`config.mk`:
```
export PLATFORM = sky130hd
export DESIGN_NAME = lvda
export DESIGN_NICKNAME = d
export VERILOG_FILES = /design/src/lvda_pkg.sv /design/src/bit_timer.sv /design/src/pio_decode.sv /design/src/discrete_sampler.sv /design/src/countdown_interrupt.sv /design/src/lvda.sv
export SDC_FILE = /design/constraint.sdc
export NUM_CORES = 1
export LEC_CHECK = 0
export ABC_CLOCK_PERIOD_IN_PS = 2100
export BUFFER_PORTS_ARGS = -buffer_cell sky130_fd_sc_hd__buf_2
export CAP_MARGIN = 10
export CORE_ASPECT_RATIO = 1.4
export CORE_UTILIZATION = 38
export DETAILED_ROUTE_END_ITERATION = 8
export REMOVE_ABC_BUFFERS = 1
export SETUP_SLACK_MARGIN = 0.1
export SYNTH_ARGS = -nofsm -noshare
export SYNTH_HDL_FRONTEND = slang
export SYNTH_SLANG_ARGS = --single-unit
```
`constraint.sdc`:
```
create_clock -name sim_clk -period 2.1 [get_ports sim_clk]
set_input_delay 0 -clock sim_clk [delete_from_list [all_inputs] [get_ports sim_clk]]
set_output_delay 0 -clock sim_clk [all_outputs]
set_load 0.005 [all_outputs]
```
`src/lvda_pkg.sv`:
```
package lvda_pkg;

    // pio bus
    localparam int PIO_ADDR_W = 9;
    typedef logic [PIO_ADDR_W-1:0] pio_addr_t;

    localparam int WORD_W = 14;
    typedef logic [WORD_W-1:0] word_t;

    // discrete inputs, bank 0 in the low word
    localparam int N_BANKS = 2;
    typedef logic [N_BANKS*WORD_W-1:0] disc_bank_t;

    // bit 0 is the countdown, bits 1..7 the external requests
    localparam int INT_W = 8;
    typedef logic [INT_W-1:0] int_mask_t;
    typedef logic [INT_W-2:0] ext_int_t;

    // mapped pio addresses
    localparam pio_addr_t ADDR_READ_BANK0 = 9'h010;
    localparam pio_addr_t ADDR_READ_BANK1 = 9'h011;
    localparam pio_addr_t ADDR_READ_INT   = 9'h012;
    localparam pio_addr_t ADDR_LOAD_COUNT = 9'h020;
    localparam pio_addr_t ADDR_CLEAR_INT  = 9'h021;

    // read source select
    typedef logic [1:0] read_sel_t;

    localparam read_sel_t SEL_BANK0 = 2'd0;
    localparam read_sel_t SEL_BANK1 = 2'd1;
    localparam read_sel_t SEL_INT   = 2'd2;

endpackage

```
`src/bit_timer.sv`:
```
module bit_timer #(
    parameter int BIT_CYCLES = 4
) (
    input  logic sim_clk,
    input  logic reset,
    output logic bit_tick
);

    localparam int CNT_W = (BIT_CYCLES > 1) ? $clog2(BIT_CYCLES) : 1;

    logic [CNT_W-1:0] cycle_cnt;
    logic             wrap;

    assign wrap = (cycle_cnt == CNT_W'(BIT_CYCLES - 1));

    // free running cycle counter, one tick per wrap
    always_ff @(posedge sim_clk) begin
        if (reset) begin
            cycle_cnt <= '0;
            bit_tick  <= 1'b0;
        end else begin
            bit_tick <= wrap;
            if (wrap) begin
                cycle_cnt <= '0;
            end else begin
                cycle_cnt <= cycle_cnt + 1'b1;
            end
        end
    end

endmodule

```
`src/pio_decode.sv`:
```
module pio_decode
    import lvda_pkg::*;
(
    input  logic      sim_clk,
    input  logic      reset,
    input  logic      pio_strobe,
    input  pio_addr_t pio_addr,
    input  word_t     pio_data,
    output logic      read_req,
    output read_sel_t read_sel,
    output logic      load_count,
    output logic      clear_int,
    output word_t     cmd_data
);

    logic      hit_read;
    logic      hit_load;
    logic      hit_clear;
    read_sel_t sel_next;

    // address match, unmapped addresses hit nothing
    always_comb begin
        hit_read  = 1'b0;
        hit_load  = 1'b0;
        hit_clear = 1'b0;
        sel_next  = SEL_BANK0;
        case (pio_addr)
            ADDR_READ_BANK0: begin
                hit_read = 1'b1;
                sel_next = SEL_BANK0;
            end
            ADDR_READ_BANK1: begin
                hit_read = 1'b1;
                sel_next = SEL_BANK1;
            end
            ADDR_READ_INT: begin
                hit_read = 1'b1;
                sel_next = SEL_INT;
            end
            ADDR_LOAD_COUNT: hit_load = 1'b1;
            ADDR_CLEAR_INT:  hit_clear = 1'b1;
            default: ;
        endcase
    end

    always_ff @(posedge sim_clk) begin
        if (reset) begin
            read_req   <= 1'b0;
            load_count <= 1'b0;
            clear_int  <= 1'b0;
        end else begin
            read_req   <= pio_strobe && hit_read;
            load_count <= pio_strobe && hit_load;
            clear_int  <= pio_strobe && hit_clear;
        end
    end

    // operand and select held until the next strobe
    always_ff @(posedge sim_clk) begin
        if (pio_strobe) begin
            cmd_data <= pio_data;
            read_sel <= sel_next;
        end
    end

endmodule

```
`src/discrete_sampler.sv`:
```
module discrete_sampler
    import lvda_pkg::*;
(
    input  logic       sim_clk,
    input  logic       reset,
    input  logic       bit_tick,
    input  logic       read_req,
    input  read_sel_t  read_sel,
    input  disc_bank_t din,
    input  int_mask_t  int_pending,
    output logic       data
);

    localparam int BCNT_W = $clog2(WORD_W);

    typedef enum logic [1:0] {
        IDLE,
        ARMED,
        START,
        SHIFT
    } state_t;

    state_t            state;
    logic [BCNT_W-1:0] bit_cnt;
    word_t             shreg;
    word_t             sel_word;
    logic              capture;
    logic              shifting;

    always_comb begin
        case (read_sel)
            SEL_BANK0: sel_word = din[0 +: WORD_W];
            SEL_BANK1: sel_word = din[WORD_W +: WORD_W];
            default:   sel_word = word_t'(int_pending);
        endcase
    end

    // requests outside idle are dropped
    assign capture  = (state == IDLE) && read_req;
    assign shifting = bit_tick && ((state == START) || (state == SHIFT));

    always_ff @(posedge sim_clk) begin
        if (reset) begin
            state   <= IDLE;
            bit_cnt <= '0;
            data    <= 1'b0;
        end else begin
            case (state)
                IDLE: begin
                    if (read_req) begin
                        state <= ARMED;
                    end
                end
                ARMED: begin
                    // wait for a bit boundary, then the start bit
                    if (bit_tick) begin
                        state <= START;
                        data  <= 1'b1;
                    end
                end
                START: begin
                    if (bit_tick) begin
                        state   <= SHIFT;
                        data    <= shreg[WORD_W-1];
                        bit_cnt <= '0;
                    end
                end
                SHIFT: begin
                    if (bit_tick) begin
                        if (bit_cnt == BCNT_W'(WORD_W - 1)) begin
                            state <= IDLE;
                            data  <= 1'b0;
                        end else begin
                            data    <= shreg[WORD_W-1];
                            bit_cnt <= bit_cnt + 1'b1;
                        end
                    end
                end
                default: state <= IDLE;
            endcase
        end
    end

    // msb first
    always_ff @(posedge sim_clk) begin
        if (capture) begin
            shreg <= sel_word;
        end else if (shifting) begin
            shreg <= {shreg[WORD_W-2:0], 1'b0};
        end
    end

endmodule

```
`src/countdown_interrupt.sv`:
```
module countdown_interrupt
    import lvda_pkg::*;
(
    input  logic      sim_clk,
    input  logic      reset,
    input  logic      bit_tick,
    input  logic      load_count,
    input  logic      clear_int,
    input  word_t     cmd_data,
    input  ext_int_t  ext_int,
    output int_mask_t int_pending,
    output logic      intc
);

    word_t     count;
    logic      expire;
    int_mask_t set_bits;
    int_mask_t clr_bits;

    // only the 1 -> 0 step interrupts, a load of 0 stays quiet
    assign expire = bit_tick && !load_count && (count == word_t'(1));

    assign set_bits = {ext_int, expire};
    assign clr_bits = clear_int ? cmd_data[INT_W-1:0] : '0;

    always_ff @(posedge sim_clk) begin
        if (reset) begin
            count <= '0;
        end else if (load_count) begin
            count <= cmd_data;
        end else if (bit_tick && (count != '0)) begin
            count <= count - 1'b1;
        end
    end

    // set wins over clear
    always_ff @(posedge sim_clk) begin
        if (reset) begin
            int_pending <= '0;
        end else begin
            int_pending <= (int_pending & ~clr_bits) | set_bits;
        end
    end

    always_ff @(posedge sim_clk) begin
        if (reset) begin
            intc <= 1'b0;
        end else begin
            intc <= |int_pending;
        end
    end

endmodule

```
`src/lvda.sv`:
```
module lvda
    import lvda_pkg::*;
#(
    parameter int BIT_CYCLES = 4
) (
    input  logic       sim_clk,
    input  logic       reset,
    input  logic       pio_strobe,
    input  pio_addr_t  pio_addr,
    input  word_t      pio_data,
    input  disc_bank_t din,
    input  ext_int_t   ext_int,
    output logic       data,
    output logic       intc
);

    logic      bit_tick;
    logic      read_req;
    read_sel_t read_sel;
    logic      load_count;
    logic      clear_int;
    word_t     cmd_data;
    int_mask_t int_pending;

    bit_timer #(
        .BIT_CYCLES(BIT_CYCLES)
    ) u_bit_timer (
        .sim_clk (sim_clk),
        .reset   (reset),
        .bit_tick(bit_tick)
    );

    pio_decode u_pio_decode (
        .sim_clk   (sim_clk),
        .reset     (reset),
        .pio_strobe(pio_strobe),
        .pio_addr  (pio_addr),
        .pio_data  (pio_data),
        .read_req  (read_req),
        .read_sel  (read_sel),
        .load_count(load_count),
        .clear_int (clear_int),
        .cmd_data  (cmd_data)
    );

    discrete_sampler u_discrete_sampler (
        .sim_clk    (sim_clk),
        .reset      (reset),
        .bit_tick   (bit_tick),
        .read_req   (read_req),
        .read_sel   (read_sel),
        .din        (din),
        .int_pending(int_pending),
        .data       (data)
    );

    countdown_interrupt u_countdown_interrupt (
        .sim_clk    (sim_clk),
        .reset      (reset),
        .bit_tick   (bit_tick),
        .load_count (load_count),
        .clear_int  (clear_int),
        .cmd_data   (cmd_data),
        .ext_int    (ext_int),
        .int_pending(int_pending),
        .intc       (intc)
    );

endmodule

```
==> impl_metrics.toml <==
[layout]
nNetsFinal = 486
antenna_cells = 0
fin_util_pct = 51.3
drive_above_1_share_pct = 23.3
mostFrequentLayoutCells = "62 x buf_2, 35 x dfxtp_1, 34 x nand2_1"
final_common_cell = "buf_2"
final_cells = 522
syn2layout_area_growth_pct = 31.4

[min_path]
hold_end = "u_pio_decode.read_req"
hold_path.class = "in2reg"
hold_depth = 3
hp-start = "pio_addr[4]"

[cts]
clock_path_buffers = 2
cts-root-buf = "clkbuf_16"
tritoncts.num_buffers = 9
clkLatencyLatePin_ns = 0.33
cts_tree = "yes"
clock_sinks = 66
clk_pin_slew_worst_paths_ns = 0.05
cts_max_level = 3

[grt]
grt_util_met2_pct = 31.3
met1_usage_pct = 19.7
grt_start_max_net_pins = 22
antenna_found_initial = 0
met3_usage_pct = 2.72
grtUsageTotal_pct = 17.4
gr-total-overflow = 0
grt_pass1_vias = 2576
busiest_layer = "met2"
grt_pass1_wl_mm = 11.4

[route]
initialDrtViolationCount = 128
ant_nets = 0
drt-pass1-iter-count = 4
vias = 2718
viasPerCell = 5.21
wl_mm = 7.15
drc = 0
route.detailed.wl_per_inst_um = 13.7

[logic_synthesis]
syn_area_um2 = 3180
yosysUniqueCellTypes = 49
async_flop_share_pct = 0
synth_edf_count = 30
synthCells = 326
avgSynthCellArea_um2 = 9.76
yosys_warnings = 0
ys_ff_latch = 66
synth_flop_cell = "dfxtp_1"
ys_seq_area_share_pct = 50.9

[floorplanning]
dieArea_um2 = 8750
core_um2 = 8150
num_rows = 39
ios = 63
die_h_um = 110
start_util_pct = 39.1
die_w_um = 79.4

[timing]
finalHoldViolations = 0
setup-tns-final_ns = 0
finalSetupViolations = 0
finalClockSkew_ns = 0.00493
drv_slew = 0
period_needed_ns = 1.87
min_period_over_period_pct = 89.1
fmax_ghz = 0.534
rsz0062_at_grt = "yes"
worst_slack_ns = 0.229
max_slew_margin_pct = 55.3
whs_ns = 0.0216
tightest_slew_ns = 0.669

[setup_path]
cp-start-kind = "register"
required_ns = 2.33
r2r-end = "u_countdown_interrupt.count[12]"
critPathKind = "reg2reg"
worst-r2r-setup-slack_ns = 0.23
worstReg2RegStart = "u_countdown_interrupt.count[1]"
crit_fanout = 5
crit_path_end_kind = "register"
worstPathArrival_ns = 2.10
r2r_cells = 7

[placement]
port_buffers = 62
preCtsSetupSlack_ns = 0.175
dp_hpwl_mm = 5.02
dpl.cell_count = 479
gp_congestion = 0.823

[flow_run]
cap_violations = 0

[pwr]
peakVddDrop_v = 0.000504
pwr_density_cell_nw_per_um2 = 805
leakagePower_nw = 1.69

[outcome]
run_status = "completed"
-- worst max-delay path, cell delays in order, from the launching register on --
cell      delay, ns
dfxtp_1        0.33
inv_1          0.09
ha_1           0.16
nor4b_4        0.32
buf_4          0.19
nand4_1        0.10
or3_1          0.32
a311oi_1       0.26
-- sequential cells by signal (all words and copies together) (netlist names), 2 cells and up --
signal and count:
u_pio_decode.cmd_data 14, u_discrete_sampler.state 2, u_pio_decode.read_sel 2, u_discrete_sampler.bit_cnt 4, u_countdown_interrupt.count 14, u_discrete_sampler.shreg 14, u_bit_timer.cycle_cnt 2, u_countdown_interrupt.int_pending 8
-- metal layers --
layer,vias up,routed length [um]
li1,1385,-
met3,14,190
met4,0,155
met1,1261,3110
met5,-,0
met2,58,3700
-- cells in the mapped netlist, types with 7 or more instances --
cell / instances / area (um^2)
dfxtp_1: 36 / 721
nand2_1: 35 / 131
nor2_1: 33 / 124
edfxtp_1: 30 / 901
a21oi_1: 25 / 125
o21ai_0: 24 / 120
mux2i_1: 15 / 150
clkbuf_1: 12 / 45.0
inv_1: 11 / 41.3
ha_1: 10 / 125
nand4_1: 9 / 56.3
nor3_1: 9 / 45.0
a311oi_1: 7 / 61.3
-- stage by stage --
stage / instance area [um^2] / total power [mW]
2_1_floorplan: 3100 / 1.61
3_3_place_gp: 3580 / 1.73
3_5_place_dp: 3580 / 1.74
4_1_cts: 4170 / 3.41
5_1_grt: 4180 / 3.51
6_report: 4180 / 3.37
-- power by group --
group | leakage [nW] | switching (mW) | internal, mW
Combinational | 0.958 | 0.142 | 0.163
Clock | 0.159 | 0.526 | 1.10
Sequential | 0.576 | 0.0408 | 1.40
Total | 1.69 | 0.708 | 2.66
-- logic make-up (layout without fill, tap and decap cells) --
group	count (synthesis)	in the layout	synth area share, %
buffers and inverters	28	122	3.89
muxes	15	15	4.72
and+or+nand+nor	128	128	20.9
AOI/OAI and AO/OA	79	79	15.6
adders and majority gates	10	10	3.93
DFF	66	66	50.9
-- worst max-delay path by stage --
stage,start,endpoint,slack (ns),depth (start not counted)
2_1_floorplan,u_bit_timer.bit_tick,u_countdown_interrupt.count[13],0.19,4
3_3_place_gp,u_countdown_interrupt.count[0],u_countdown_interrupt.count[10],0.25,6
3_5_place_dp,u_discrete_sampler.state[0],u_discrete_sampler.shreg[6],0.17,5
4_1_cts,u_discrete_sampler.state[0],u_discrete_sampler.shreg[2],0.16,5
5_1_grt,u_countdown_interrupt.count[1],u_countdown_interrupt.count[10],0.07,6
6_report,u_countdown_interrupt.count[1],u_countdown_interrupt.count[12],0.23,7
-- repair_timing --
| item | 4_1_cts | 5_1_grt |
|---|---|---|
| endpoints found under the setup margin | 0 | 18 |
| resized for setup | 0 | 2 |
| buffers inserted | 0 | 1 |
| endpoints found under the hold margin | 26 | 0 |
| hold buffers | 26 | 0 |
-- area by class of cell --
cell class	instances	area [um^2]
Timing Repair Buffer	95	623
Clock buffer	11	253
Tap cell	102	128
Fill cell	739	3970
Multi-Input combinational cell	232	1440
Clock inverter	5	76.3
Inverter	11	41.3
Sequential cell	66	1620
No activity file was read; power rests on OpenSTA's default activity.
